[src/hdl/gat_sizes_pkg.sv]
// Matrix sizes, data widths and memory depths of the weight staging slice

package gat_sizes_pkg;

  // ==================================================================
  // Matrix and vector sizes
  // ==================================================================
  localparam int data_width      = 8;
  localparam int num_feature_in  = 8;
  localparam int num_feature_out = 4;

  // Attention vector holds a self half and a neighbour half
  localparam int a_depth = 2 * num_feature_out;
  localparam int half_a  = a_depth / 2;

  // ==================================================================
  // Source image layout
  // ==================================================================
  // W words first in row-major order, then the a words
  localparam int w_words     = num_feature_in * num_feature_out;
  localparam int image_depth = w_words + a_depth;

  // Index and address widths
  localparam int row_w        = $clog2(num_feature_in);
  localparam int col_w        = $clog2(num_feature_out);
  localparam int image_addr_w = $clog2(image_depth);
  localparam int a_idx_w      = $clog2(a_depth + 1);

  // ==================================================================
  // Result widths
  // ==================================================================
  // Full product plus growth for num_feature_in terms, plus a guard bit
  localparam int wh_w    = 2 * data_width + $clog2(num_feature_in) + 1;
  localparam int score_w = 32;

endpackage

[src/hdl/gat_types_pkg.sv]
// Vector typedefs, packed structs and state enums of the weight staging slice

package gat_types_pkg;

  import gat_sizes_pkg::*;

  // ==================================================================
  // Scalar vectors
  // ==================================================================
  // Weights, attention coefficients and features share one format
  typedef logic signed [data_width-1:0] weight_t;

  typedef logic [row_w-1:0]        row_idx_t;
  typedef logic [col_w-1:0]        col_idx_t;
  typedef logic [image_addr_w-1:0] image_addr_t;
  typedef logic [a_idx_w-1:0]      a_idx_t;

  typedef logic signed [wh_w-1:0]    wh_t;
  typedef logic signed [score_w-1:0] score_t;

  // ==================================================================
  // Grouped signals
  // ==================================================================
  // Host write into the source memory
  typedef struct packed {
    image_addr_t addr;
    weight_t     data;
  } image_wr_t;

  // One element of a dense feature vector
  typedef struct packed {
    weight_t  value;
    row_idx_t row;
    logic     last;
  } feat_beat_t;

  // Projected features, one entry per output column
  typedef struct packed {
    wh_t [num_feature_out-1:0] col;
  } wh_vec_t;

  typedef struct packed {
    score_t self_score;
    score_t neigh_score;
  } attn_score_t;

  typedef weight_t [a_depth-1:0] attn_vec_t;

  // FSM encodings
  typedef enum logic [1:0] {load_idle, load_weights, load_attn, load_done} load_state_t;
  typedef enum logic [1:0] {proj_idle, proj_accum, proj_score} proj_state_t;

endpackage

[src/hdl/weight_image_ram.sv]
// Source memory for the packed W and a image: host write port, one registered read

`timescale 1ns/1ps

module weight_image_ram (
  input  logic                       clk,
  input  logic                       wr_en,
  input  gat_types_pkg::image_wr_t   wr,
  input  gat_types_pkg::image_addr_t rd_addr,
  output gat_types_pkg::weight_t     rd_data
);

  import gat_sizes_pkg::*;
  import gat_types_pkg::*;

  // W words at 0..w_words-1, a words above them
  weight_t mem [image_depth];
  weight_t rd_data_q;

  // ==================================================================
  // Host write port
  // ==================================================================
  always_ff @(posedge clk) begin
    if (wr_en) begin
      mem[wr.addr] <= wr.data;
    end
  end

  // ==================================================================
  // Read port, one cycle latency
  // ==================================================================
  always_ff @(posedge clk) begin
    rd_data_q <= mem[rd_addr];
  end

  assign rd_data = rd_data_q;

endmodule

[config.mk]
export PLATFORM = sky130hd
export DESIGN_NAME = weight_image_ram
export DESIGN_NICKNAME = d
export VERILOG_FILES = /design/src/hdl/gat_sizes_pkg.sv /design/src/hdl/gat_types_pkg.sv /design/src/hdl/weight_image_ram.sv
export SDC_FILE = /design/constraint.sdc
export NUM_CORES = 1
export LEC_CHECK = 0
export BUFFER_PORTS_ARGS = -buffer_cell sky130_fd_sc_hd__buf_4
export CORE_MARGIN = 3
export CORE_UTILIZATION = 50
export DETAILED_ROUTE_END_ITERATION = 12
export PLACE_DENSITY = 0.71
export SYNTH_ARGS = -nofsm -noshare
export SYNTH_HDL_FRONTEND = slang
export SYNTH_SLANG_ARGS = --single-unit
[constraint.sdc]
create_clock -name clk -period 2.06 [get_ports clk]
set_input_delay 0.206 -clock clk [delete_from_list [all_inputs] [get_ports clk]]
set_output_delay 0.206 -clock clk [all_outputs]
set_load 0.03 [all_outputs]
==> After elaboration in Yosys (flattened, before gate mapping) <==
Memories as Yosys holds them, arrays and structs flattened. A register that Yosys moved wholly into a read port is not among the register bits.
Index checks and enable logic that the tools add are counted.
{ "totals": {"n_memories": 1, "input_bits": 22, "output_inout_bits": 8, "regBits": 0, "wordCells": 3, "ramBits": 320} }
{ "classes": {"mux": 2} }
{ "memory_table": {"columns": ["name", "depth", "word_bits", "rd", "rd_clocked_by_memory_dff", "write_ports", "line_no", "text"], "rows": [
  ["mem", 40, 8, 1, 1, 1, "weight_image_ram.sv:17", "weight_t mem [image_depth];"]
]} }
{ "ops": {"columns": ["operator", "count"], "rows": [
  ["$mux 1", 2]
]} }

==> Longest topological paths before layout <==
{ "depth": {"word_depth": 2, "depth_mapped": 7} }

==> Worst setup path after synthesis <==
No wires, ideal clock.
{ "synth_path": {"path_type": "input port to flip-flop", "from": "in wr[13] in the netlist's numbering", "to": "mem mem[16][0] in the netlist's numbering (enable)", "n_path_buf": 0, "setup_time_ns": 0.383, "arrival_time_ns": 1.288, "cell_stages": 3, "required_time_ns": 1.677, "slack_ns": 0.388, "cell_sequence": "nor4bb_1 -> nand2b_1 -> nor3_1"} }
{ "synth_lines": {"columns": ["element", "line_no", "text"], "rows": [
  ["start, declared", "weight_image_ram.sv:8", "input gat_types_pkg::image_wr_t wr,"],
  ["end, declared", "weight_image_ram.sv:17", null]
]} }
No word-level cell before the write port.

==> flow_summary.json <==
{
  "tritoncts": "yes",
  "worst_slack_ns": 0.422,
  "cts_resized": 0,
  "syn_to_final_growth_pct": 15.2,
  "route.final.wire_length_um": 27900,
  "finalCritPeriodShare": 0.795,
  "post_synth_instance_area_sq_mm": 0.0130,
  "worstMarginPinSlew_ns": 0.505,
  "outcome": "completed",
  "finalMaxSlewViolations": 0,
  "drtIter0Drc": 623,
  "dieWidth_um": 167,
  "final-hold-violation-count": 0,
  "criticalPathCategory": "register to register",
  "path_max_fanout": 1,
  "ys_warn_count": 0,
  "setup_slack_placement_ns": 0.170,
  "yosysSeqAreaShare": 0.752,
  "fp-row-count": 58,
  "netlist.area_leader.share": 0.740,
  "power.switching_uw": 2830,
  "cp-start-kind": "register",
  "pd_cells_mw_per_mm2": 925,
  "skew_ns": 0.0195,
  "post_layout_nonfiller_instances": 1136,
  "slew_limit_headroom": 0.663,
  "synthArstFlopShare": 0,
  "ys_types": 32,
  "max-clock-path-buffers": 3,
  "grt_start_max_net_pins": 41,
  "placed_cell_area_sq_mm": 0.0139,
  "grt_overflow_total": 0,
  "final.setup.tns_ns": 0,
  "drt-wirelength-per-cell_um": 24.5,
  "timing.critical_path.arrival_ns": 2.03,
  "max_capacitance_violation_count": 0,
  "wire_length_of_the_first_global_routing_pass_um": 41800,
  "report.final.setup_viol": 0,
  "numClockSinks": 328,
  "synth.ff_latch_count": 328,
  "p_int_uw": 11000,
  "synthCells": 696,
  "post-dp-hpwl_um": 17500,
  "hold_class": "input pin to register",
  "io_buffers": 29,
  "synthTopCellsByArea": "sky130_fd_sc_hd__edfxtp_1, sky130_fd_sc_hd__mux2i_1, sky130_fd_sc_hd__mux4_2",
  "worst_ir_drop_vdd_mv": 0.598,
  "synthTopCellsByCount": "sky130_fd_sc_hd__edfxtp_1, sky130_fd_sc_hd__mux2i_1, sky130_fd_sc_hd__nor2_1",
  "switching_share": 0.205,
  "cts.root.buffer_cell": "sky130_fd_sc_hd__clkbuf_16",
  "static-leakage-power_uw": 0.00519,
  "total_number_of_vias": 6707,
  "critical_path_required_ns": 2.45,
  "finish.instance_area_sq_mm": 0.0150,
  "grt_antenna_before_repair": 0,
  "antenna-diode-count": 0,
  "ys.flop_type": "sky130_fd_sc_hd__edfxtp_1",
  "average_footprint_of_a_synthesized_cell_sq_um": 18.7,
  "synth.most_common_cell": "sky130_fd_sc_hd__edfxtp_1",
  "htree_num_levels": 2,
  "routabilityCongestion": 0.817,
  "max_freq_mhz": 611,
  "die-height_um": 167,
  "cts_hold_buffers": 0,
  "num-nets-final": 803,
  "post-place-cells": 1075,
  "drc": 0,
  "clkSlewWorstSetupHoldPaths_ns": 0.06,
  "track_usage": 0.198,
  "vias_per_cell": 5.90,
  "part_of_the_total_power_dissipated_in_combinational_logic": 0.059,
  "floorplan.io_pins": 30,
  "clk-insertion-delay-late_ns": 0.51,
  "synth_largest_area_cell": "sky130_fd_sc_hd__edfxtp_1",
  "floorplan.initialDensity": 0.513,
  "firstDrtPassIters": 5,
  "number_of_synthesized_flops_with_an_enable_pin": 320,
  "postSynthNetCount": 718,
  "placeableCoreArea_sq_mm": 0.0253,
  "critical_path.endpoint_type": "register",
  "fin_crit_ns": 1.64,
  "cts_made_buffers": 34,
  "die-area_sq_mm": 0.0280,
  "grt_pass1_vias": 6781,
  "grt_setup_unrepaired": "false",
  "post_route_cells_drive_above_1_share": 0.222,
  "final.fill_count": 1786,
  "power.sequential.fraction": 0.535,
  "power.share.clock": 0.405,
  "postCtsSetupRepairBufs": 0,
  "postRouteAntennaNets": 0
}
metrics by stage:
step	power, uW	util	hold slack [ns]
CTS	13900	0.591	0.0901
floorplan	8020	-	0.305
global route	14300	0.591	0.121
global placement	8350	0.550	0.605
detailed placement	8370	0.550	0.608
finish	13800	0.591	0.114
state kept, by name, summed over array words and instances, names as in the netlist:
register / count
rd_data: 8
mem: 320
per-layer routing:
layer / routed length (um) / GRT usage / vias to the layer above
met5: 0 / 0 / -
met4: 554 / 0.0583 / 0
met3: 2230 / 0.0397 / 43
met2: 13700 / 0.326 / 276
met1: 11400 / 0.273 / 3406
li1: - / - / 2982
kinds of logic after synthesis:
group                  count (synthesis)  synth area share
DFF                                  328             0.752
muxes                                152             0.133
AOI/OAI and AO/OA                     96            0.0659
and+or+nand+nor                       79            0.0273
buffers and inverters                 41            0.0218
critical path: stages, from the launching register on:
cell and delay, ns:
sky130_fd_sc_hd__edfxtp_1 0.33, sky130_fd_sc_hd__mux2i_1 0.07, sky130_fd_sc_hd__a22o_1 0.27, sky130_fd_sc_hd__a221oi_2 0.28
sky130_fd_sc_hd__o22ai_1 0.24, sky130_fd_sc_hd__o41ai_2 0.34
worst paths after layout:
kind / startpoint / endpoint / slack, ns / cells past startpoint
setup / recovery: mem[8][0]$_DFFE_PP_ / rd_data[0]$_DFF_P_ / 0.42 / 5
hold / removal: rd_addr[5] / rd_data[3]$_DFF_P_ / 0.11 / 2
setup reg to reg: mem[8][0]$_DFFE_PP_ / rd_data[0]$_DFF_P_ / 0.42 / 5
hold reg to reg: mem[38][2]$_DFFE_PP_ / rd_data[2]$_DFF_P_ / 0.86 / 4
power by group through the flow:
stage | clock network [uW] | logic [uW] | registers (uW)
after floorplan | 0 | 443 | 7580
after global placement | 0 | 804 | 7550
after detailed placement | 0 | 822 | 7550
after CTS | 5700 | 825 | 7410
after global routing | 5980 | 874 | 7410
final | 5620 | 823 | 7410
cell type report:
cell class                      instances  area [sq um]  share of cell area
Clock buffer                           53           996              0.0666
Clock inverter                          8          32.5             0.00217
Multi-Input combinational cell        327          2950               0.197
Sequential cell                       328          9770               0.653
Tap cell                              330           413              0.0276
Timing Repair Buffer                   90           805              0.0538
layout by cell type (no fill, tap or decap), drive strengths merged, types with 5 or more instances in the layout:
master,n
a221oi,16
nor2,41
mux2,8
a21oi,16
clkinv,8
dfxtp,8
nand2b,5
o22ai,8
buf,90
o41ai,8
edfxtp,320
a22o,16
nor2b,5
nand2,15
clkbuf,53
mux2i,128
mux4,16
a22oi,32
No activity file was read; power rests on OpenSTA's default activity.
