<file path="src/hdl/gat_sizes_pkg.sv">
// Matrix sizes, data widths and memory depths of the weight staging slice

package gat_sizes_pkg;

  // ==================================================================
  // Matrix and vector sizes
  // ==================================================================
  localparam int data_width      = 8;
  localparam int num_feature_in  = 8;
  localparam int num_feature_out = 4;

  // Attention vector holds a self half and a neighbour half
  localparam int a_depth = 2 * num_feature_out;
  localparam int half_a  = a_depth / 2;

  // ==================================================================
  // Source image layout
  // ==================================================================
  // W words first in row-major order, then the a words
  localparam int w_words     = num_feature_in * num_feature_out;
  localparam int image_depth = w_words + a_depth;

  // Index and address widths
  localparam int row_w        = $clog2(num_feature_in);
  localparam int col_w        = $clog2(num_feature_out);
  localparam int image_addr_w = $clog2(image_depth);
  localparam int a_idx_w      = $clog2(a_depth + 1);

  // ==================================================================
  // Result widths
  // ==================================================================
  // Full product plus growth for num_feature_in terms, plus a guard bit
  localparam int wh_w    = 2 * data_width + $clog2(num_feature_in) + 1;
  localparam int score_w = 32;

endpackage

</file>
<file path="src/hdl/gat_types_pkg.sv">
// Vector typedefs, packed structs and state enums of the weight staging slice

package gat_types_pkg;

  import gat_sizes_pkg::*;

  // ==================================================================
  // Scalar vectors
  // ==================================================================
  // Weights, attention coefficients and features share one format
  typedef logic signed [data_width-1:0] weight_t;

  typedef logic [row_w-1:0]        row_idx_t;
  typedef logic [col_w-1:0]        col_idx_t;
  typedef logic [image_addr_w-1:0] image_addr_t;
  typedef logic [a_idx_w-1:0]      a_idx_t;

  typedef logic signed [wh_w-1:0]    wh_t;
  typedef logic signed [score_w-1:0] score_t;

  // ==================================================================
  // Grouped signals
  // ==================================================================
  // Host write into the source memory
  typedef struct packed {
    image_addr_t addr;
    weight_t     data;
  } image_wr_t;

  // One element of a dense feature vector
  typedef struct packed {
    weight_t  value;
    row_idx_t row;
    logic     last;
  } feat_beat_t;

  // Projected features, one entry per output column
  typedef struct packed {
    wh_t [num_feature_out-1:0] col;
  } wh_vec_t;

  typedef struct packed {
    score_t self_score;
    score_t neigh_score;
  } attn_score_t;

  typedef weight_t [a_depth-1:0] attn_vec_t;

  // FSM encodings
  typedef enum logic [1:0] {load_idle, load_weights, load_attn, load_done} load_state_t;
  typedef enum logic [1:0] {proj_idle, proj_accum, proj_score} proj_state_t;

endpackage

</file>
<file path="src/hdl/wh_projector.sv">
// WH projector: parallel multiply-accumulate over W columns and attention half-scores

`timescale 1ns/1ps

module wh_projector (
  input  logic                                                        clk,
  input  logic                                                        rst_n,
  input  logic                                                        loaded,
  input  logic                                                        feat_vld,
  input  gat_types_pkg::feat_beat_t                                   feat,
  input  gat_types_pkg::attn_vec_t                                    attn,
  output gat_types_pkg::row_idx_t                                     rd_row,
  input  gat_types_pkg::weight_t [gat_sizes_pkg::num_feature_out-1:0] col_data,
  output logic                                                        wh_vld,
  output gat_types_pkg::wh_vec_t                                      wh,
  output logic                                                        score_vld,
  output gat_types_pkg::attn_score_t                                  score
);

  import gat_sizes_pkg::*;
  import gat_types_pkg::*;

  proj_state_t state;

  logic                      accept;
  logic                      beat_vld_q;
  feat_beat_t                beat_q;
  wh_t [num_feature_out-1:0] acc_q;
  wh_t [num_feature_out-1:0] acc_next;
  wh_vec_t                   wh_q;
  attn_score_t               score_next;
  attn_score_t               score_q;
  logic                      score_vld_q;

  // ==================================================================
  // Beat intake
  // ==================================================================
  // Nothing is taken before the weights are in place
  assign accept = feat_vld && loaded;
  assign rd_row = feat.row;

  // Hold the beat one cycle, until its weights come back
  always_ff @(posedge clk) begin
    if (accept) begin
      beat_q <= feat;
    end
  end

  // ==================================================================
  // Multiply-accumulate
  // ==================================================================
  always_comb begin
    for (int c = 0; c < num_feature_out; c++) begin
      acc_next[c] = acc_q[c] + wh_t'(col_data[c]) * wh_t'(beat_q.value);
    end
  end

  always_ff @(posedge clk or negedge rst_n) begin
    if (!rst_n) begin
      beat_vld_q  <= 1'b0;
      acc_q       <= '0;
      state       <= proj_idle;
      score_vld_q <= 1'b0;
    end else begin
      beat_vld_q  <= accept;
      score_vld_q <= (state == proj_score);
      if (beat_vld_q) begin
        acc_q <= beat_q.last ? '0 : acc_next;
      end
      if (beat_vld_q && beat_q.last) begin
        state <= proj_score;
      end else if (accept) begin
        state <= proj_accum;
      end else if (state == proj_score) begin
        state <= proj_idle;
      end
    end
  end

  // Final sum of the vector
  always_ff @(posedge clk) begin
    if (beat_vld_q && beat_q.last) begin
      wh_q.col <= acc_next;
    end
  end

  // ==================================================================
  // Attention half-scores
  // ==================================================================
  // First half of a against WH for self, second half for neighbour
  always_comb begin
    score_next = '0;
    for (int i = 0; i < half_a; i++) begin
      score_next.self_score = score_next.self_score
                            + score_t'(attn[i]) * score_t'(wh_q.col[i]);
      score_next.neigh_score = score_next.neigh_score
                             + score_t'(attn[half_a + i]) * score_t'(wh_q.col[i]);
    end
  end

  always_ff @(posedge clk) begin
    if (state == proj_score) begin
      score_q <= score_next;
    end
  end

  assign wh_vld    = (state == proj_score);
  assign wh        = wh_q;
  assign score_vld = score_vld_q;
  assign score     = score_q;

endmodule

</file>
<file path="config.mk">
export PLATFORM = sky130hd
export DESIGN_NAME = wh_projector
export DESIGN_NICKNAME = d
export VERILOG_FILES = /design/src/hdl/gat_sizes_pkg.sv /design/src/hdl/gat_types_pkg.sv /design/src/hdl/wh_projector.sv
export SDC_FILE = /design/constraint.sdc
export NUM_CORES = 2
export LEC_CHECK = 0
export ABC_AREA = 1
export BUFFER_PORTS_ARGS = -buffer_cell sky130_fd_sc_hd__buf_4
export CELL_PAD_IN_SITES_DETAIL_PLACEMENT = 0
export CELL_PAD_IN_SITES_GLOBAL_PLACEMENT = 1
export CORE_MARGIN = 2
export CORE_UTILIZATION = 46
export CTS_CLUSTER_DIAMETER = 30
export CTS_CLUSTER_SIZE = 24
export DETAILED_ROUTE_END_ITERATION = 12
export PLACE_DENSITY = 0.92
export SLEW_MARGIN = 30
export SYNTH_ARGS = -nofsm -noshare
export SYNTH_HDL_FRONTEND = slang
export SYNTH_SLANG_ARGS = --single-unit
</file>
<file path="constraint.sdc">
create_clock -name clk -period 6.31 [get_ports clk]
set_input_delay 0.3155 -clock clk [delete_from_list [all_inputs] [get_ports clk]]
set_output_delay 0.3155 -clock clk [all_outputs]
set_load 0.05 [all_outputs]
</file>
**After elaboration in Yosys (flattened, before gate mapping)**

Cells that the tools add are included.

- Output and inout bits: 149
- Input bits: 112
- ROM bits: 0
- Flip-flop bits (word level): 237
- Memories: 0
- Word-level logic and storage cells: 45
- Memory bits (writable): 0
- Latch bits: 0

- Reductions and logical operators: 3
- Bitwise operators: 0
- Div/mod/pow operators: 0
- Muxes and demuxes: 4
- Equal/unequal tests: 1
- Order comparisons: 0
- Shift operators: 0
- $add $sub $neg: 10
- Multipliers: 12

Operators by type and width:

| cell | number |
|---|---|
| multiplier 8 x 20 -> 28 bit | 8 |
| adder 20 x 16 -> 20 bit | 4 |
| two-way mux 80 bit | 1 |
| multiplier 8 x 8 -> 16 bit | 4 |
| adder 30 x 28 -> 31 bit | 2 |
| adder 29 x 28 -> 30 bit | 2 |
| adder 28 x 28 -> 29 bit | 2 |
| two-way mux 2 bit | 3 |
| nonzero test 3 bit | 1 |
| equality test 2 bit, second input constant | 1 |
| logical AND 1 bit | 2 |

**Depth between registers and ports, before layout**

- Depth after elaboration: 4
- Gate-level depth with buffers: 30
- Mapped depth without buffers: 28

**Worst setup path after synthesis**

Ideal clock, no wire load.

- Kind: reg-to-reg
- Start point: register wh_q (netlist bit wh[79])
- End point: register score_q (netlist bit score[62]), data pin
- Data required time: 6.058 ns
- Arrival: 6.588 ns
- Buffers on the path: 2
- Period minus slack after synthesis: 6.840 ns
- Cell stages (with the launch flop): 27
- Setup slack: -0.530 ns
- Cell sequence: edfxtp_1 -> clkbuf_1 -> clkbuf_1 -> nand2_1 -> inv_1 -> fa_1 -> fa_1 -> fa_1 -> inv_1 -> fa_1 -> inv_1 -> fa_1 -> inv_1 -> fa_1 -> fa_1 -> fa_1 -> inv_1 -> ha_1 -> inv_1 -> nor3_1 -> and2_1 -> and2_1 -> nand2_1 -> inv_1 -> nor2_1 -> nand2_1 -> nand2_1

RTL lines:

| item | RTL line | source |
|---|---|---|
| start, declared | wh_projector.sv:30 | `wh_vec_t wh_q;` |
| end signal, assigned | wh_projector.sv:103 | `score_q <= score_next;` |
| end, declared | wh_projector.sv:32 | `attn_score_t score_q;` |

==> results by group <==
GRT
  • First-pass GRT wire length: roughly 340000 um
  • GR Util All Layers: 0.286
  • Initial antenna violation count: 16
  • Remaining Overflow, GRT: 0
  • Largest net degree at the start of global routing: 47
  • Via count of the first global-routing pass: ~62000

Setup path
  • Worst reg2reg path startpoint: wh[19]$_DFFE_PP_
  • Flop-to-flop setup slack: -0.38 ns
  • Crit-path max FO: 9
  • Worst Path Required: 6.79 ns
  • Crit start category: register
  • Critical path class: reg2reg
  • Worst Path Arrival: 7.17 ns
  • Crit end category: register
  • R2r endpoint: score[62]$_DFFE_PP_
  • Cells on worst reg2reg path: 26

Drt
  • Post-route DRC violation count: 0
  • 1st-iter DRT viols: 3971
  • Final wirelength: between 200000 and 250000 um
  • Vias post-DR: roughly 55000
  • Post-DRT Antenna Nets: 0
  • Vias per cell: 4.94
  • DR WL/cell: 19.1 um
  • Pre-Repair DR Iteration Count: 6

Die
  • Core footprint: around 0.15 mm2
  • I/O pin cnt: between 200 and 300
  • Die span in x: ~400 um
  • Initial Utilization: 0.463
  • Die H: between 300 and 400 um
  • Row cnt: between 100 and 150
  • Die ar.: around 0.16 mm2

STA
  • Slew Viols, Final: 0
  • Layout Skew: 0.0509 ns
  • Setup WS post-layout: -0.384 ns
  • RSZ-0062 raised after global routing: yes
  • Post-route clock period utilization: 1.06
  • Final Hold Vio Count: 0
  • Worst Max-Slew Pin Slew: roughly 0.93 ns
  • F_max: ~150 MHz
  • Relative slew slack: 0.377
  • Final Setup Violations: 48
  • Tmin final: 6.69 ns

Finish
  • Layout area overhead: 23.4%
  • Share of post-route cells with drive strength above 1: 0.193
  • Final Net Count: about 11000
  • Most common cell after layout, fill and taps aside: inv_1
  • Commonest cells after routing, fill and taps aside: 2608 x inv_1, 1895 x nand2_1, 1630 x fa_1, 809 x buf_4, 403 x ha_1
  • Final core utilization: 0.572

Logic synthesis
  • FF+latch count, synth: around 240
  • Post-synthesis cell area: between 0.07 and 0.08 mm2
  • Cells after Synth: around 8300
  • Yosys warnings: 0
  • Syn Nets: between 10000 and 15000
  • Post-synthesis sequential area ratio: 0.0942
  • Mean post-synth cell area: between 8 and 9 um2
  • Dominant synthesized flop cell: edfxtp_1
  • Yosys cell types: 42
  • Fraction of registers with async set/reset: 0.357
  • Post-synth EDFFs: about 150

Worst hold path
  • Worst min path class: in2reg
  • Worst hold stages: 4
  • Hold path start: col_data[0]
  • Hold Path Sink: wh[0]$_DFFE_PP_

Outcome
  • Violated checks: negative setup slack
  • Status: finished, violations left

Clocking
  • Root buf cell: clkbuf_16
  • Worst skew pair latency: approximately 0.73 ns
  • H-tree Lvls: 3
  • TritonCTS buffer count: 90
  • CTS tree: yes
  • Clock sink count: 235
  • CTS Buffer Depth: 3
  • Clock transition at path regs: around 0.04 ns

Place
  • GPL Wtd Cong: ~0.94
  • Dpl hpwl: between 150000 and 200000 um
  • Count of input and output buffers: approximately 250

Flow run
  • Max-cap violations: 0
[state kept, by name, summed over array words and instances (netlist names)]
signal and cells:
state 2, beat_q 9, beat_vld_q 1, score 62, score_vld 1, wh 80, acc_q 80
[cells in the mapped netlist (all sizes together), types with 14 or more instances]
library cell  count  area share
edfxtp          151       0.064
nand2          2046        0.11
and2             24      0.0022
clkbuf          300       0.016
nor2            198       0.011
nand4            34      0.0030
xor2             61      0.0077
buf              14      0.0011
or2              35      0.0031
a21oi           119      0.0086
o21ai           107      0.0077
nor3             16      0.0013
dfrtp            84       0.030
ha              454       0.081
nand3           126      0.0090
xnor2            25      0.0031
inv            2744        0.15
fa             1724        0.49
nand3b           14      0.0015
[cell type report]
class                           instances  area [um2]
Sequential cell                       235        6640
Clock inverter                         53         866
Timing Repair Buffer                 1007        9330
Antenna cell                           11        27.5
Multi-Input combinational cell       5031       54700
Tap cell                             2030        2540
Clock buffer                          117        2470
Fill cell                           13129       65100
Inverter                             2746       10400
[logic make-up after synthesis]
logic type / synth area share
buffers and inverters: 0.163
and+or+nand+nor: 0.141
adders and majority gates: 0.570
AOI/OAI and AO/OA: 0.0206
DFF: 0.0942
xor gates and xnor gates: 0.0108
[stage by stage]
step | TNS, ns | hold slack, ns | cells | cell area (um2) | worst slack (ns)
finish | -10.93 | 0.0980 | 11230 | 86900 | -0.384
global route | -19.46 | 0.0990 | 11230 | 86900 | -0.552
floorplan | -3.74 | 0.0199 | 8326 | 72200 | -0.322
CTS | -10.39 | 0.0522 | 11166 | 85800 | -0.385
detailed placement | -12.85 | 0.387 | 10911 | 80500 | -0.463
global placement | -9.89 | 0.385 | 10911 | 80500 | -0.379
[per-layer routing]
layer,vias to the layer above,track usage,part of all wire
met5,-,0,0.00013
met3,514,0.0524,0.080
met1,27933,0.367,0.39
met4,4,0.144,0.058
li1,24798,-,-
met2,2174,0.464,0.47
[repair_timing]
item,4_1_cts,5_1_grt
endpoints found under the setup margin,46,49
resized for setup,337,242
endpoints found under the hold margin,52,0
buffers inserted,74,54
gates cloned,3,1
pin swaps,265,189
hold buffers,10,0
[how the worst max path moves through the flow]
stage | startpoint | cells past startpoint | endpoint | slack (ns)
after detailed placement | wh[39]$_DFFE_PP_ | 28 | score[62]$_DFFE_PP_ | -0.46
final | wh[19]$_DFFE_PP_ | 26 | score[62]$_DFFE_PP_ | -0.38
after floorplan | wh[79]$_DFFE_PP_ | 28 | score[62]$_DFFE_PP_ | -0.32
after global placement | attn[30] | 28 | score[62]$_DFFE_PP_ | -0.38
after CTS | wh[19]$_DFFE_PP_ | 26 | score[62]$_DFFE_PP_ | -0.38
after global routing | wh[19]$_DFFE_PP_ | 26 | score[62]$_DFFE_PP_ | -0.55
[worst max-delay path, cell delays in order, from the launching register on]
cell      delay (ns)
edfxtp_1        0.42
buf_12          0.18
buf_4           0.15
nand2_1         0.07
inv_2           0.04
fa_2            0.56
fa_2            0.47
fa_1            0.61
inv_4           0.08
fa_1            0.48
inv_1           0.05
fa_1            0.46
fa_1            0.57
inv_1           0.06
fa_1            0.46
fa_1            0.52
inv_2           0.05
ha_4            0.30
nand2_4         0.08
nor3_4          0.23
and2_4          0.18
and2_4          0.13
nand2_2         0.07
inv_1           0.06
nor2_1          0.05
nand2_1         0.06
nand2_1         0.05
Power is left out: the tool's default activity adds up to more than one toggle a clock period on the data nets, which glitch-free logic cannot reach.
