[src/hdl/gat_sizes_pkg.sv]
// Matrix sizes, data widths and memory depths of the weight staging slice

package gat_sizes_pkg;

  // ==================================================================
  // Matrix and vector sizes
  // ==================================================================
  localparam int data_width      = 8;
  localparam int num_feature_in  = 8;
  localparam int num_feature_out = 4;

  // Attention vector holds a self half and a neighbour half
  localparam int a_depth = 2 * num_feature_out;
  localparam int half_a  = a_depth / 2;

  // ==================================================================
  // Source image layout
  // ==================================================================
  // W words first in row-major order, then the a words
  localparam int w_words     = num_feature_in * num_feature_out;
  localparam int image_depth = w_words + a_depth;

  // Index and address widths
  localparam int row_w        = $clog2(num_feature_in);
  localparam int col_w        = $clog2(num_feature_out);
  localparam int image_addr_w = $clog2(image_depth);
  localparam int a_idx_w      = $clog2(a_depth + 1);

  // ==================================================================
  // Result widths
  // ==================================================================
  // Full product plus growth for num_feature_in terms, plus a guard bit
  localparam int wh_w    = 2 * data_width + $clog2(num_feature_in) + 1;
  localparam int score_w = 32;

endpackage

[src/hdl/gat_types_pkg.sv]
// Vector typedefs, packed structs and state enums of the weight staging slice

package gat_types_pkg;

  import gat_sizes_pkg::*;

  // ==================================================================
  // Scalar vectors
  // ==================================================================
  // Weights, attention coefficients and features share one format
  typedef logic signed [data_width-1:0] weight_t;

  typedef logic [row_w-1:0]        row_idx_t;
  typedef logic [col_w-1:0]        col_idx_t;
  typedef logic [image_addr_w-1:0] image_addr_t;
  typedef logic [a_idx_w-1:0]      a_idx_t;

  typedef logic signed [wh_w-1:0]    wh_t;
  typedef logic signed [score_w-1:0] score_t;

  // ==================================================================
  // Grouped signals
  // ==================================================================
  // Host write into the source memory
  typedef struct packed {
    image_addr_t addr;
    weight_t     data;
  } image_wr_t;

  // One element of a dense feature vector
  typedef struct packed {
    weight_t  value;
    row_idx_t row;
    logic     last;
  } feat_beat_t;

  // Projected features, one entry per output column
  typedef struct packed {
    wh_t [num_feature_out-1:0] col;
  } wh_vec_t;

  typedef struct packed {
    score_t self_score;
    score_t neigh_score;
  } attn_score_t;

  typedef weight_t [a_depth-1:0] attn_vec_t;

  // FSM encodings
  typedef enum logic [1:0] {load_idle, load_weights, load_attn, load_done} load_state_t;
  typedef enum logic [1:0] {proj_idle, proj_accum, proj_score} proj_state_t;

endpackage

[src/hdl/column_weight_ram.sv]
// Single W column memory: one write port and two independent registered read ports

`timescale 1ns/1ps

module column_weight_ram (
  input  logic                    clk,
  input  logic                    wr_en,
  input  gat_types_pkg::row_idx_t wr_row,
  input  gat_types_pkg::weight_t  wr_data,
  input  gat_types_pkg::row_idx_t rd_row_b,
  output gat_types_pkg::weight_t  rd_data_b,
  input  gat_types_pkg::row_idx_t rd_row_c,
  output gat_types_pkg::weight_t  rd_data_c
);

  import gat_sizes_pkg::*;
  import gat_types_pkg::*;

  // One entry per W row
  weight_t mem [num_feature_in];
  weight_t rd_data_b_q;
  weight_t rd_data_c_q;

  always_ff @(posedge clk) begin
    if (wr_en) begin
      mem[wr_row] <= wr_data;
    end
  end

  // Port B feeds the projector, port C the host readback
  always_ff @(posedge clk) begin
    rd_data_b_q <= mem[rd_row_b];
    rd_data_c_q <= mem[rd_row_c];
  end

  assign rd_data_b = rd_data_b_q;
  assign rd_data_c = rd_data_c_q;

endmodule

[config.mk]
export PLATFORM = sky130hd
export DESIGN_NAME = column_weight_ram
export DESIGN_NICKNAME = d
export VERILOG_FILES = /design/src/hdl/gat_sizes_pkg.sv /design/src/hdl/gat_types_pkg.sv /design/src/hdl/column_weight_ram.sv
export SDC_FILE = /design/constraint.sdc
export NUM_CORES = 1
export LEC_CHECK = 0
export BUFFER_PORTS_ARGS = -buffer_cell sky130_fd_sc_hd__buf_2
export CAP_MARGIN = 10
export CORE_ASPECT_RATIO = 0.7
export CORE_MARGIN = 2
export CORE_UTILIZATION = 50
export DETAILED_ROUTE_END_ITERATION = 7
export GPL_TIMING_DRIVEN = 0
export MAX_ROUTING_LAYER = met4
export PLACE_DENSITY = 0.78
export SLEW_MARGIN = 20
export SYNTH_ARGS = -nofsm -noshare
export SYNTH_HDL_FRONTEND = slang
export SYNTH_SLANG_ARGS = --single-unit
[constraint.sdc]
create_clock -name clk -period 1.8 [get_ports clk]
set_clock_uncertainty 0.2 [all_clocks]
set_input_delay 0.09 -clock clk [delete_from_list [all_inputs] [get_ports clk]]
set_output_delay 0.09 -clock clk [all_outputs]
set_load 0.1 [all_outputs]
; ---- Word level (Yosys, flattened, before mapping)
; Memory sizes are Yosys's and may differ from the RTL's. A register that Yosys moved wholly into a read port is not among the register bits.
; Cells that the tools add are included.
; W data, S select, Z words.
[word_totals]
mem_count = 1
inputBits = 19
rom_bits = 0
latchBits = 0
ff_bits = 0
word_cells = 3
ram_bits = 64
[classes]
n_mux = 2
bitwise = 0
shift = 0
reduce_logical = 0
eq_ne = 0
n_addsub = 0
div = 0
n_mul = 0
magnitude_cmp = 0
[memory_table]
columns = name, depth, word_bits, rd, rd_clocked_by_memory_dff, wr, line_no
row1 = mem, 8, 8, 2, 2, 1, column_weight_ram.sv:20  ; weight_t mem [num_feature_in];
[ops]
columns = op, n
row1 = $mux W1, 2

; ---- Longest topological paths before layout
; Gate-level depths: netlist of the first run.
[depth]
depth_word = 2
mapped_depth = 4
ltp_nobuf = 2

; ---- Worst setup path after synthesis of the first run
; Ideal clock, no wire load.
[synth_timing]
path_kind = input to register
start = input port wr_row[2]
end = memory mem[0][0] (netlist bit) (enable)
slack_ns = 0.349
path_buffers = 0
t_arrival_ns = 0.867
required_time_ns = 1.217
path_stages = 2
path_cell_list = nand2b_1 -> nor3_1
[synth_lines]
columns = element, line_no
row1 = "start, declared", column_weight_ram.sv:8  ; input gat_types_pkg::row_idx_t wr_row,
row2 = "end, declared", column_weight_ram.sv:20
; No word-level cell before the write port.

; ---- Worst setup path in the final report of the first run
[layout_timing]
start = input port wr_row[0]
end = memory mem[4][6] (netlist bit) (enable)
; No word-level cell before the write port.

==> impl_results.md, run 1 <==
- Status: complete, no violations
- Postcts setup bufs: 0
- Non-Filler Instances: between 300 and 400
- WL/cell: 22.5 um
- # port buffers: 28
- Global-route wire length before repair: 10200 um
- Synthesized area: 3400 um2
- CP Launch Point: wr_row[0]
- Placed cell area: between 3000 and 4000 um2
- DIE WIDTH: 103 um
- Clock tree root driver cell: clkbuf_8
- Die ar.: between 7000 and 8000 um2
- Final hold violation count: 0
- Critical path required time: around 1700 ps
- R2r startpoint: mem[3][5]
- Vias in the first global route: about 1900
- CTS tree: done
- Remaining DRCs: 0
- Total of warnings raised by yosys: 0
- Initial DRC count: 74
- WP buf/inv: 3
- Initial core utilization: 51.0%
- Slew Viols, Final: 0
- Leakage power: 1.42 nW
- Type of the worst min-delay path: input port to flip-flop
- Gpl congestion: 0.733
- Unique cell type count in the Yosys netlist: 14
- CTS Sinks: 80
- WS Path Type: input port to flip-flop
- Post-CTS Hold Fix Bufs: 10
- Rows: 25
- Num CTS Buffers: 9
- Crit path max fanout: 6
- Smallest setup slack after layout: 225 ps
- Die Y: ~73 um
- I/O pin cnt: 35
- DP HPWL: 4550 um
- Top post-synthesis cells by area: edfxtp_1 57%, mux4_1 22%, dfxtp_1 9.4%
- Post-Syn Nets: 170
- Worst path max stage delay: 590 ps
- Top cell type by total area after synthesis: edfxtp_1
- Critical Path AT: about 1400 ps
- Top cell type's share of synthesized area: 56.6%
- DR vias/cell: 5.78
- Clk buf depth: 2
- Final instance area: 3970 um2
- Largest net degree at the start of global routing: 14
- H-tree levels: 3
- Skew-Pair Late Insertion Delay: around 340 ps
- PwrDens: between 1000 and 1500 nW/um2
- CP delay by family, top: buffers and inverters
- Mapped Cells: 151
- All-Layer GR Usage: ~21%
- CP Cell Sequence: buf_2 > dlygate4sd3_1 > nor3_2 > buf_4
- Syn Area/Cell: 22.5 um2
- Max-cap viol count: 0
- Core Region: 6660 um2
- Fillers: ~520
- Most frequent cells in the layout: 64 x edfxtp_1, 30 x buf_2, 29 x mux4_1
- Final period util: 87.5%
- Slowest stage cell, crit path: dlygate4sd3_1
- Most common cell after layout, fill and taps aside: edfxtp_1
- Initial antenna violation count: 0
- Detailed Route WL: 6790 um
- VDD IR max: 0.509 mV
- CP Launch Type: input port
- Synthesized flop and latch total: 80
- Clock slew at reported path FFs: 80 ps
- Slew @ Worst Pin: 1030 ps
- Hold_sp: wr_row[2]
- RSZ-0062 raised after global routing: false
- Setup Viol. Count Final: 0
- Setup tns final: 0 ps
- Layout cells sized above 1: 33.3%
- Gr ovfl total: 0
- DR pass1 iterations: 5
- Relative slew slack: 30.9%
- Critical path endpoint category: flip-flop
- Fin nets: 221
- Ant. Diodes: 0
- Post-route minimum period: 1580 ps
- Vias: 1739
- Synthesis-to-layout area growth: 16.7%
- Detail Route Antenna Nets: 0
- Resize count post-CTS: 0
- Seq/Total Area, Yosys: 66.0%
- Setup slack, reg-to-reg: 260 ps
- Achievable Freq: 635 MHz
- Pre-CTS setup slack: -48.6 ps
- Placed Cells: 275
-- synth_stat cells, drive strengths merged --
master / instances
edfxtp: 64
mux4: 32
dfxtp: 16
mux2: 16
buf: 8
nor2: 6
nand2b: 3
clkbuf: 2
nand2: 2
nor3: 2
-- power by group --
part	internal (mW)	switching (mW)
logic	0.184	0.425
registers	2.08	0.0279
clock network	0.627	0.622
total	2.89	1.08
-- sequential cells by signal, summed over array words and instances (netlist names) --
signal / cells
mem: 64
rd_data_b: 8
rd_data_c: 8
-- path summary, 6_finish.rpt --
kind | cells after the start | endpoint
setup / recovery | 4 | mem[4][6]
hold / removal | 3 | mem[4][4]
setup reg to reg | 2 | rd_data_c[5]
hold reg to reg | 2 | rd_data_b[6]
-- metrics by stage --
| step | utilization [%] | power (mW) | hold WS, ps |
|---|---|---|---|
| finish | 59.5 | 3.97 | 44.6 |
| global route | 59.5 | 4.10 | 41.4 |
| CTS | 59.5 | 3.99 | 25.0 |
| detailed placement | 55.2 | 2.75 | 164 |
| global placement | 54.9 | 2.72 | 142 |
| floorplan | - | 2.62 | -11.1 |
-- per-layer routing --
metal	track usage [%]	vias up	wire length, um
met2	33.6	53	3550
met1	26.1	916	2880
met4	4.59	0	19
met5	-	-	0
met3	6.90	2	343
li1	-	768	-
-- tightest hold or removal path, delay by kind of cell --
family                 cells  cell delay [ps]
buffers and inverters      1              100
and+or+nand+nor            2              230
-- area by class of cell --
class	instances	area (um2)	share of cell area (%)
Clock buffer	9	124	3.12
Sequential cell	80	2240	56.5
Tap cell	94	118	2.97
Timing Repair Buffer	40	255	6.44
Buffer	10	87.6	2.21
Multi-Input combinational cell	61	1080	27.2
Clock inverter	7	61.3	1.55
-- cells by family after synthesis --
logic type | Yosys count | share of synthesized area (%)
buffers and inverters | 10 | 2.58
flip-flops | 80 | 66.0
AND/OR/NAND/NOR | 13 | 1.73
multiplexers | 48 | 29.7
(Power assumes the default switching activity.)
==> run 2: changes to the inputs <==
--- a/config.mk
+++ b/config.mk
@@ -9,11 +9,11 @@
 export CAP_MARGIN = 10
 export CORE_ASPECT_RATIO = 0.7
 export CORE_MARGIN = 2
-export CORE_UTILIZATION = 50
+export CORE_UTILIZATION = 58
 export DETAILED_ROUTE_END_ITERATION = 7
 export GPL_TIMING_DRIVEN = 0
 export MAX_ROUTING_LAYER = met4
-export PLACE_DENSITY = 0.78
+export PLACE_DENSITY = 0.88
 export SLEW_MARGIN = 20
 export SYNTH_ARGS = -nofsm -noshare
 export SYNTH_HDL_FRONTEND = slang
==> impl_results.md, run 2 (synthesis gave the netlist of run 1 again) <==
- Num CTS Buffers: 9
- Type of the worst min-delay path: input port to flip-flop
- H-tree levels: 3
- Hold_ws: 55.7 ps
- Gr ovfl total: 0
- Fin nets: 219
- Smallest setup slack after layout: 210 ps
- Initial DRC count: 134
- Clock tree root driver cell: clkbuf_8
- Final period util: between 80% and 90%
- Placed Cells: approximately 250
- Final core utilization: 69.8%
- Status: complete, no violations
- Most frequent cells in the layout: 64 x edfxtp_1, 30 x buf_2, 29 x mux4_1
- Clock Power Share: 34.4%
- Comb pwr share: about 15%
- Setup Viol. Count Final: 0
- Relative slew slack: 35.6%
- Final hold violation count: 0
- CTS Sinks: 80
- Switching part of the total: 26.5%
- Pint: 3.05 mW
- CTS tree: done
- Fillers: around 360
- Layout cells sized above 1: 34.6%
- WL/cell: 23.2 um
- Post-route minimum period: 1590 ps
- DP HPWL: 4160 um
- Setup tns final: 0 ps
- DR pass1 iterations: 5
- Clock slew at reported path FFs: ~80 ps
- DIE WIDTH: 95.5 um
- Vias: 1751
- Rows: 23
- Remaining DRCs: 0
- Global-route wire length before repair: 9650 um
- Max-cap viol count: 0
- Ant. Diodes: 0
- Flop pwr share: 50.9%
- Reported net switching power: 1.10 mW
- Vias in the first global route: 1793
- # port buffers: 28
- Initial antenna violation count: 0
- Die ar.: around 6500 um2
- VDD IR max: around 0.65 mV
- Achievable Freq: around 630 MHz
- Pre-CTS setup slack: 37.8 ps
- Largest net degree at the start of global routing: 15
- PwrDens: 1040 nW/um2
- Synthesis-to-layout area growth: 17.0%
- RSZ-0062 raised after global routing: false
- Slew @ Worst Pin: 963 ps
- Skew-Pair Late Insertion Delay: 350 ps
- Most common cell after layout, fill and taps aside: edfxtp_1
- Critical path endpoint category: flip-flop
- Core Region: ~5700 um2
- Non-Filler Instances: 280
- Critical Path AT: 1380 ps
- Crit path max fanout: 8
- I/O pin cnt: 35
- Clk buf depth: 2
- WS Path Type: input port to flip-flop
- Leakage power: 1.44 nW
- Critical path required time: approximately 1600 ps
- DR vias/cell: between 6 and 7
- Detail Route Antenna Nets: 0
- All-Layer GR Usage: 23.4%
- Detailed Route WL: approximately 6500 um
- CP Launch Type: input port
- Die Y: between 60 and 70 um
- Slew Viols, Final: 0
- Initial core utilization: about 60%
- Postcts setup bufs: 0
- Largest register by flop count: mem
- Gpl congestion: ~0.73
- Max reg flops: 64
run 2: worst max-delay path: stages:
cell and delay (ps):
buf_2 120, dlygate4sd3_1 640, nor3_4 530
run 2: worst paths after layout:
| kind | slack (ps) | cells after the start | to | startpoint |
|---|---|---|---|---|
| hold reg to reg | 500 | 2 | rd_data_b[3] | mem[2][3] |
| hold / removal | 60 | 3 | rd_data_b[4] | rd_row_b[0] |
| setup reg to reg | 260 | 2 | rd_data_b[3] | mem[1][3] |
| setup / recovery | 210 | 3 | mem[4][5] | wr_row[0] |
run 2: power by group through the flow:
| stage | Clock [mW] | Sequential, mW | Combinational (mW) |
|---|---|---|---|
| floorplan | 0 | 2.43 | 0.186 |
| global placement | 0 | 2.14 | 0.577 |
| detailed placement | 0 | 2.15 | 0.589 |
| CTS | 1.45 | 2.11 | 0.608 |
| global route | 1.53 | 2.12 | 0.637 |
| finish | 1.43 | 2.11 | 0.610 |
run 2: layout make-up:
type	instances	area, um2	area share [%]
multi-input cells	61	1090	27.4
clock buffers	9	124	3.12
clock inverters	7	96.3	2.42
repair buffers	38	240	6.04
well taps	75	93.8	2.36
plain buffers	10	87.6	2.20
flip-flops and latches	80	2240	56.4
run 2: per-stage QoR:
step                      area [um2]  total power, mW
final                           3980             4.15
after global routing            3980             4.28
after CTS                       3960             4.17
after detailed placement        3640             2.74
after global placement          3630             2.72
after floorplan                 3400             2.62
run 2: repair_timing:
item | CTS | global route
endpoints found under the hold margin | 80 | 0
setup endpoints to repair | 0 | 8
hold buffers | 10 | 0
resized for setup | 0 | 2
run 2: routing by layer:
metal  global-route usage (%)  wire, um  vias to the layer above
met5                        -         0                        -
met4                     8.57        46                        0
met3                     7.60       568                        5
met2                     37.3      3370                       86
met1                     28.7      2510                      902
li1                         -         -                      758
