File: src/hdl/gat_sizes_pkg.sv
// Matrix sizes, data widths and memory depths of the weight staging slice

package gat_sizes_pkg;

  // ==================================================================
  // Matrix and vector sizes
  // ==================================================================
  localparam int data_width      = 8;
  localparam int num_feature_in  = 8;
  localparam int num_feature_out = 4;

  // Attention vector holds a self half and a neighbour half
  localparam int a_depth = 2 * num_feature_out;
  localparam int half_a  = a_depth / 2;

  // ==================================================================
  // Source image layout
  // ==================================================================
  // W words first in row-major order, then the a words
  localparam int w_words     = num_feature_in * num_feature_out;
  localparam int image_depth = w_words + a_depth;

  // Index and address widths
  localparam int row_w        = $clog2(num_feature_in);
  localparam int col_w        = $clog2(num_feature_out);
  localparam int image_addr_w = $clog2(image_depth);
  localparam int a_idx_w      = $clog2(a_depth + 1);

  // ==================================================================
  // Result widths
  // ==================================================================
  // Full product plus growth for num_feature_in terms, plus a guard bit
  localparam int wh_w    = 2 * data_width + $clog2(num_feature_in) + 1;
  localparam int score_w = 32;

endpackage

File: src/hdl/gat_types_pkg.sv
// Vector typedefs, packed structs and state enums of the weight staging slice

package gat_types_pkg;

  import gat_sizes_pkg::*;

  // ==================================================================
  // Scalar vectors
  // ==================================================================
  // Weights, attention coefficients and features share one format
  typedef logic signed [data_width-1:0] weight_t;

  typedef logic [row_w-1:0]        row_idx_t;
  typedef logic [col_w-1:0]        col_idx_t;
  typedef logic [image_addr_w-1:0] image_addr_t;
  typedef logic [a_idx_w-1:0]      a_idx_t;

  typedef logic signed [wh_w-1:0]    wh_t;
  typedef logic signed [score_w-1:0] score_t;

  // ==================================================================
  // Grouped signals
  // ==================================================================
  // Host write into the source memory
  typedef struct packed {
    image_addr_t addr;
    weight_t     data;
  } image_wr_t;

  // One element of a dense feature vector
  typedef struct packed {
    weight_t  value;
    row_idx_t row;
    logic     last;
  } feat_beat_t;

  // Projected features, one entry per output column
  typedef struct packed {
    wh_t [num_feature_out-1:0] col;
  } wh_vec_t;

  typedef struct packed {
    score_t self_score;
    score_t neigh_score;
  } attn_score_t;

  typedef weight_t [a_depth-1:0] attn_vec_t;

  // FSM encodings
  typedef enum logic [1:0] {load_idle, load_weights, load_attn, load_done} load_state_t;
  typedef enum logic [1:0] {proj_idle, proj_accum, proj_score} proj_state_t;

endpackage

File: src/hdl/weight_loader.sv
// Weight loader FSM: streams the image, scatters W by column, captures a, raises loaded

`timescale 1ns/1ps

module weight_loader (
  input  logic                                      clk,
  input  logic                                      rst_n,
  input  logic                                      load_en,
  output gat_types_pkg::image_addr_t                image_rd_addr,
  input  gat_types_pkg::weight_t                    image_rd_data,
  output logic [gat_sizes_pkg::num_feature_out-1:0] col_wr_en,
  output gat_types_pkg::row_idx_t                   col_wr_row,
  output gat_types_pkg::weight_t                    col_wr_data,
  output gat_types_pkg::attn_vec_t                  attn,
  output logic                                      loaded
);

  import gat_sizes_pkg::*;
  import gat_types_pkg::*;

  load_state_t state;

  // Read side
  image_addr_t rd_addr_q;
  logic        issue_done;
  logic        issue;

  // Write side, one cycle behind the read side
  logic        wr_vld_q;
  image_addr_t wr_addr_q;
  row_idx_t    wr_row;
  col_idx_t    wr_col;
  image_addr_t attn_offset;
  a_idx_t      attn_idx;

  attn_vec_t   attn_q;
  logic        loaded_q;

  // ==================================================================
  // Address issue
  // ==================================================================
  // Pausing load_en simply stops the walk
  assign issue = load_en && !issue_done;

  always_ff @(posedge clk or negedge rst_n) begin
    if (!rst_n) begin
      rd_addr_q  <= '0;
      issue_done <= 1'b0;
      wr_vld_q   <= 1'b0;
      wr_addr_q  <= '0;
    end else begin
      wr_vld_q <= issue;
      if (issue) begin
        wr_addr_q <= rd_addr_q;
        if (rd_addr_q == image_addr_t'(image_depth - 1)) begin
          issue_done <= 1'b1;
        end else begin
          rd_addr_q <= rd_addr_q + 1'b1;
        end
      end
    end
  end

  assign image_rd_addr = rd_addr_q;

  // ==================================================================
  // Word decode
  // ==================================================================
  // Row-major W: low bits pick the column, the rest the row
  assign wr_col      = wr_addr_q[col_w-1:0];
  assign wr_row      = wr_addr_q[col_w +: row_w];
  assign attn_offset = wr_addr_q - image_addr_t'(w_words);
  assign attn_idx    = attn_offset[a_idx_w-1:0];

  always_comb begin
    col_wr_en = '0;
    if (wr_vld_q && state == load_weights) begin
      col_wr_en[wr_col] = 1'b1;
    end
  end

  assign col_wr_row  = wr_row;
  assign col_wr_data = image_rd_data;

  always_ff @(posedge clk) begin
    if (wr_vld_q && state == load_attn) begin
      attn_q[attn_idx] <= image_rd_data;
    end
  end

  // ==================================================================
  // Load FSM, follows the write side
  // ==================================================================
  always_ff @(posedge clk or negedge rst_n) begin
    if (!rst_n) begin
      state <= load_idle;
    end else begin
      case (state)
        load_idle: begin
          if (issue) begin
            state <= load_weights;
          end
        end
        load_weights: begin
          if (wr_vld_q && wr_addr_q == image_addr_t'(w_words - 1)) begin
            state <= load_attn;
          end
        end
        load_attn: begin
          if (wr_vld_q && wr_addr_q == image_addr_t'(image_depth - 1)) begin
            state <= load_done;
          end
        end
        default: begin
          state <= state;
        end
      endcase
    end
  end

  // Sticky, one register after load_done
  always_ff @(posedge clk or negedge rst_n) begin
    if (!rst_n) begin
      loaded_q <= 1'b0;
    end else if (state == load_done) begin
      loaded_q <= 1'b1;
    end
  end

  assign attn   = attn_q;
  assign loaded = loaded_q;

endmodule

File: config.mk
export PLATFORM = sky130hd
export DESIGN_NAME = weight_loader
export DESIGN_NICKNAME = d
export VERILOG_FILES = /design/src/hdl/gat_sizes_pkg.sv /design/src/hdl/gat_types_pkg.sv /design/src/hdl/weight_loader.sv
export SDC_FILE = /design/constraint.sdc
export NUM_CORES = 1
export LEC_CHECK = 0
export ABC_AREA = 1
export BUFFER_PORTS_ARGS = -buffer_cell sky130_fd_sc_hd__buf_2
export CORE_MARGIN = 2
export CORE_UTILIZATION = 53
export DETAILED_ROUTE_END_ITERATION = 6
export PLACE_DENSITY = 0.87
export RECOVER_POWER = 50
export SYNTH_ARGS = -nofsm -noshare
export SYNTH_HDL_FRONTEND = slang
export SYNTH_SLANG_ARGS = --single-unit
File: constraint.sdc
create_clock -name clk -period 2.9 [get_ports clk]
set_input_delay 0.145 -clock clk [delete_from_list [all_inputs] [get_ports clk]]
set_output_delay 0.145 -clock clk [all_outputs]
set_load 0.02 [all_outputs]
# Word level (Yosys, flattened, before mapping)
# Index checks and enable logic that the tools add are counted.
# totals
reg_bits	81
inputBits	11
out_inout_bits	86
elab_cells	53
# classes
addsub	2
magnitude_cmp	4
eq_ne	9
muxes	10
bitwise	1
n_reduce_logical	13
# ops
operator	count
bitwise mux 64 bit	1
demux 8 bit (select 3 bit)	1
equality test 6 bit, second input constant	2
two-way mux 8 bit	1
logical AND 1 bit	7
adder 6 x 1 -> 6 bit, second input constant	1
equality test 6 x 5 -> 1 bit, second input constant	1
two-way mux 2 bit	3
one-hot mux 2 bit (3 select lines)	1
equality test 2 bit, second input constant	2
>= comparator 4 x 1 -> 1 bit, second input constant	1
< comparator 4 bit, second input constant	1
two-way mux 4 bit	1
inequality test 2 x 1 -> 1 bit, second input constant	2
AND reduction 2 bit	2
AND reduction 4 bit	1
subtractor 4 x 1 -> 4 bit, second input constant	1
< comparator 2 x 3 -> 1 bit, second input constant	1
nonzero test 3 bit	1
demux 1 bit (select 2 bit)	1
equality test 2 x 1 -> 1 bit, second input constant	1
>= comparator 2 x 1 -> 1 bit, second input constant	1
logical NOT 2 bit	1
inequality test 2 bit, second input constant	1
3 further kinds	3

# Logic depth before layout (Yosys ltp)
# depth
word_depth	6
mapped_depth	8
depth_no_buf	8

# Worst setup path before layout
# Ideal clock, no wire load.
# synth_timing
path_type	register to register
from	reg state[0]
to	reg attn_q (netlist bit attn[32]), enable pin
setup_ns	0.383
t_arrival_ns	1.563
required_ns	2.517
slack_ns	0.954
stages_incl_launch_ff	7
n_path_buf	0
period_less_slack_ns	1.946
cell_sequence	dfrtp_1 inv_1 ha_1 nand2_1 nor2_1 nand2_1 nor3_1
# synth_via
elab_chain_cells	2
# synth_rtl
item	line_no	rtl
start: declaration	weight_loader.sv:21	load_state_t state;
start signal: assignment	weight_loader.sv:96	state <= load_idle;
start signal: assignment	weight_loader.sv:101	state <= load_weights;
start signal: assignment	weight_loader.sv:106	state <= load_attn;
equality test 2 bit	weight_loader.sv:86	if (wr_vld_q && state == load_attn) begin
logical AND 1 bit	weight_loader.sv:86	
end signal: indexed assignment	weight_loader.sv:87	attn_q[attn_idx] <= image_rd_data;
end: declaration	weight_loader.sv:36	attn_vec_t attn_q;
# No other way between the ends.
# A chain may end at the register's enable or synchronous reset.

# Worst setup path in the final report
# layout_timing
from	reg state[0]
to	reg attn_q (netlist bit attn[36]), enable pin
# The elaborated chain is that of the path after synthesis.

==> results list <==
- WL/cell: between 15 and 20 um
- Leak pwr: 1.41 nW
* Worst vdd rail ir drop: 298 uV
- Max Cap Violations: 0
- TritonCTS built the clock tree.
* Number of global-route vias before repair: ~1,700
- Registers take 2350 um^2.
- Sequential cells account for 58.1% of the total power.
- CTS H-tree depth: 3
- Clk pwr share: 40.4%
* Aggregate global-route resource usage: 20.2%
- A synthesized cell averages roughly 15 um^2.
- Gpl congestion: 0.823
* Cell seen most often among critical-path stages: sky130_fd_sc_hd__nand2_1
* Outcome: complete, no violations
- Count of buffers inserted at the top-level ports: between 90 and 100
* Most common library cell in the layout ignoring fill and taps: sky130_fd_sc_hd__edfxtp_1
- Total of fill cells in the finished design: 422
- After detailed routing, the number of remaining DRC violations is 0.
- The first routing iteration left 127 violations.
- Setup repair after global routing left no endpoint under its margin.
* Net switching fraction of the power: approximately a fifth
* Post-placement cell area: between 3000 and 4000 um^2
- The final hold violation count was 0.
* Final-report setup violation count: 0
- For the worst setup path, the data required time is 2.94 ns.
- In the final layout, the multi-input gates occupy 439 um^2.
- Clock-pin slew was measured on the worst setup and hold paths at 0.08 ns.
- Along the worst path, the maximum fanout reaches 5.
- Post-CTS resize count: 0
- Cell chosen for the clock root: sky130_fd_sc_hd__clkbuf_8
- Mapped cell area: ~3000 um^2
* Top library cells by usage in the layout, fill and taps aside: sky130_fd_sc_hd__edfxtp_1 (64), sky130_fd_sc_hd__buf_2 (49), sky130_fd_sc_hd__clkbuf_1 (47)
* Mapped Nets: 210
- The initialized floorplan defines 27 standard-cell rows.
- Total detailed-routing wirelength: 5990 um
- Number of detailed-routing iterations run before antenna repair: 4
- Subtracting the final worst setup slack from the clock period gives 2.05 ns.
* Critical path type: register to register
* FMAX: 487 MHz
* Effective utilization at floorplan: 54.3%
- For this design the total switching power over the nets is 0.414 mW.
* Final worst clock skew: 0.00679 ns
* Post-layout instance count excluding filler cells: approximately 370
- The worst setup path is launched from a register.
* Register area share after synthesis: 79.5%
* Synth-to-layout area growth: 23.4%
* Share of layout cells above drive strength 1: 26.1%
* Power per cell area: 592 nW/um^2
- Across all layers, the routed design uses 1,816 vias.
* Post-route cell area: 3640 um^2
* Portion of synthesized cell area occupied by the leading cell type: 65.1%
- Worst slew pin tran: 0.912 ns
- From bottom edge to top edge, the die measures 78.6 um.
- Dividing the detail-routed via count by the number of cells gives 4.89.
- The count of nets left with antenna violations once routing finished came out at 0.
- Entering global routing, the biggest net connects 18 pins.
* Arrival time reported for the critical path endpoint: 2.10 ns
* Headroom to the max-slew limit: 39.2%
* Die width: 78.6 um
* Insertion delay of the later-clocked pin in the worst-skew pair: 0.33 ns
- In this run, CTS created clock tree buffers numbering 9.
* Cell type with the highest aggregate area in the netlist: sky130_fd_sc_hd__edfxtp_1
- At the end of the flow, the number of nets in the layout was between 300 and 400.
- Number of flip-flops and latches in the synthesized netlist: 81
- Among cell families on the critical path, the largest total delay comes from simple AND/OR/NAND/NOR gates.
- The number of antenna diodes in the final layout is 0.
- CTS sink cnt: 81
- Leading post-synthesis cells by cell area: sky130_fd_sc_hd__edfxtp_1 (65%), sky130_fd_sc_hd__dfrtp_1 (14%), sky130_fd_sc_hd__nand2_1 (4.1%), sky130_fd_sc_hd__buf_4 (2.8%), sky130_fd_sc_hd__ha_1 (2.5%)
- WP buf/inv: 2
- Gate Count Post-Synth: 193
* Internal: 1.74 mW
- The max-slew violation total from the final report was 0.
- The wire-length estimate of the detail-placed layout is 4010 um.
* Number of antenna violations at the first check in global routing: 0
* Portion of the clock cycle consumed by the worst path in the final layout: just over 70%
- Ys Warns: 0
- Max stage delay on crit path: 0.44 ns
- Cells along the critical path: inv_1 > ha_1 > nand2_1 > nor2_1 > nand2_1 > nor3_1 > buf_4
* Total negative setup slack: 0 ns
- Synthesis instantiated 21 different standard cells from the library.
- Type of the tightest min-delay check: input port to register
- The worst setup path is captured at a register.
* Crit path max-delay cell type: sky130_fd_sc_hd__dfrtp_1
* Total die area: about 6000 um^2
* Buffer depth of the longest clock path: 2
* First-pass GRT wire length: 8890 um
- In this run, the combinational gates consume under 10% of the power.
* Core Footprint: between 5000 and 6000 um^2
* I/O pin count: 97
- Placed Cells: approximately 360
- The total overflow left after global routing is 0.
## kinds of logic (layout without fill, tap and decap cells)
logic type / after synthesis / in the layout / synth area share (%)
xor gates and xnor gates: 4 / 4 / 1.19
AOI/OAI and AO/OA: 8 / 8 / 1.36
and+or+nand+nor: 64 / 64 / 9.88
buffers and inverters: 30 / 136 / 5.51
DFF: 81 / 81 / 79.5
adders and majority gates: 6 / 6 / 2.54
## timing repair
| item | in CTS | in global routing |
|---|---|---|
| endpoints found under the setup margin | 0 | 0 |
| hold endpoints to repair | 17 | 0 |
| hold buffers | 1 | 0 |
| buffers inserted | 0 | 0 |
## state kept, by name, summed over array words and instances, names as in the netlist
register	count
attn	64
image_rd_addr	6
issue_done	1
loaded	1
state	2
wr_addr_q	6
wr_vld_q	1
## area by class of cell
| cell class | count | share of cell area, % |
|---|---|---|
| Clock buffer | 9 | 3.40 |
| Clock inverter | 6 | 2.54 |
| Inverter | 17 | 1.75 |
| Multi-Input combinational cell | 82 | 12.1 |
| Sequential cell | 81 | 64.5 |
| Tap cell | 72 | 2.47 |
| Timing Repair Buffer | 104 | 13.3 |
## synthesized netlist by cell type (all sizes together)
library cell,instances
edfxtp,64
xor2,3
xnor2,1
dfrtp,17
nand3,7
nor3,8
nand4,1
o21ai,8
inv,17
ha,6
nand2,35
or2,1
buf,13
nor2,12
## final timing paths
| path | slack [ns] | startpoint | cells past startpoint | end |
|---|---|---|---|---|
| min | 0.19 | image_rd_data[1] | 1 | attn[9] |
| max | 0.85 | state[0] | 7 | attn[36] |
| max in group asynchronous | 1.89 | rst_n | 2 | image_rd_addr[2] |
| min in group asynchronous | 0.45 | rst_n | 2 | wr_addr_q[4] |
| min reg2reg | 0.47 | issue_done | 2 | issue_done |
| max reg2reg | 0.85 | state[0] | 7 | attn[36] |
## power by group through the flow
| stage | sequential, mW | clock [mW] | combinational, mW |
|---|---|---|---|
| final | 1.25 | 0.870 | 0.0340 |
| after global routing | 1.25 | 0.933 | 0.0379 |
| after CTS | 1.25 | 0.887 | 0.0378 |
| after detailed placement | 1.28 | 0 | 0.0364 |
| after global placement | 1.28 | 0 | 0.0358 |
| after floorplan | 1.28 | 0 | 0.0161 |
## metal layers
metal	part of all wire (%)	wire (um)	track usage (%)	vias up
li1	-	-	-	853
met1	40	2410	26.2	846
met4	2.3	137	7.19	0
met5	0	0	0	-
met3	9.5	572	6.32	14
met2	48	2870	32.6	103
## through the flow
step                      worst slack [ns]  hold WS (ns)  util, %  total power [mW]
after floorplan                      0.954        -0.151        -              1.29
final                                0.849         0.190     66.9              2.16
after CTS                            0.862        0.0828     68.1              2.18
after global placement               0.991        0.0827     63.9              1.31
after global routing                 0.647         0.186     66.9              2.22
after detailed placement             0.883        0.0913     63.9              1.31
Note: power is estimated with default switching activity, not from simulation.
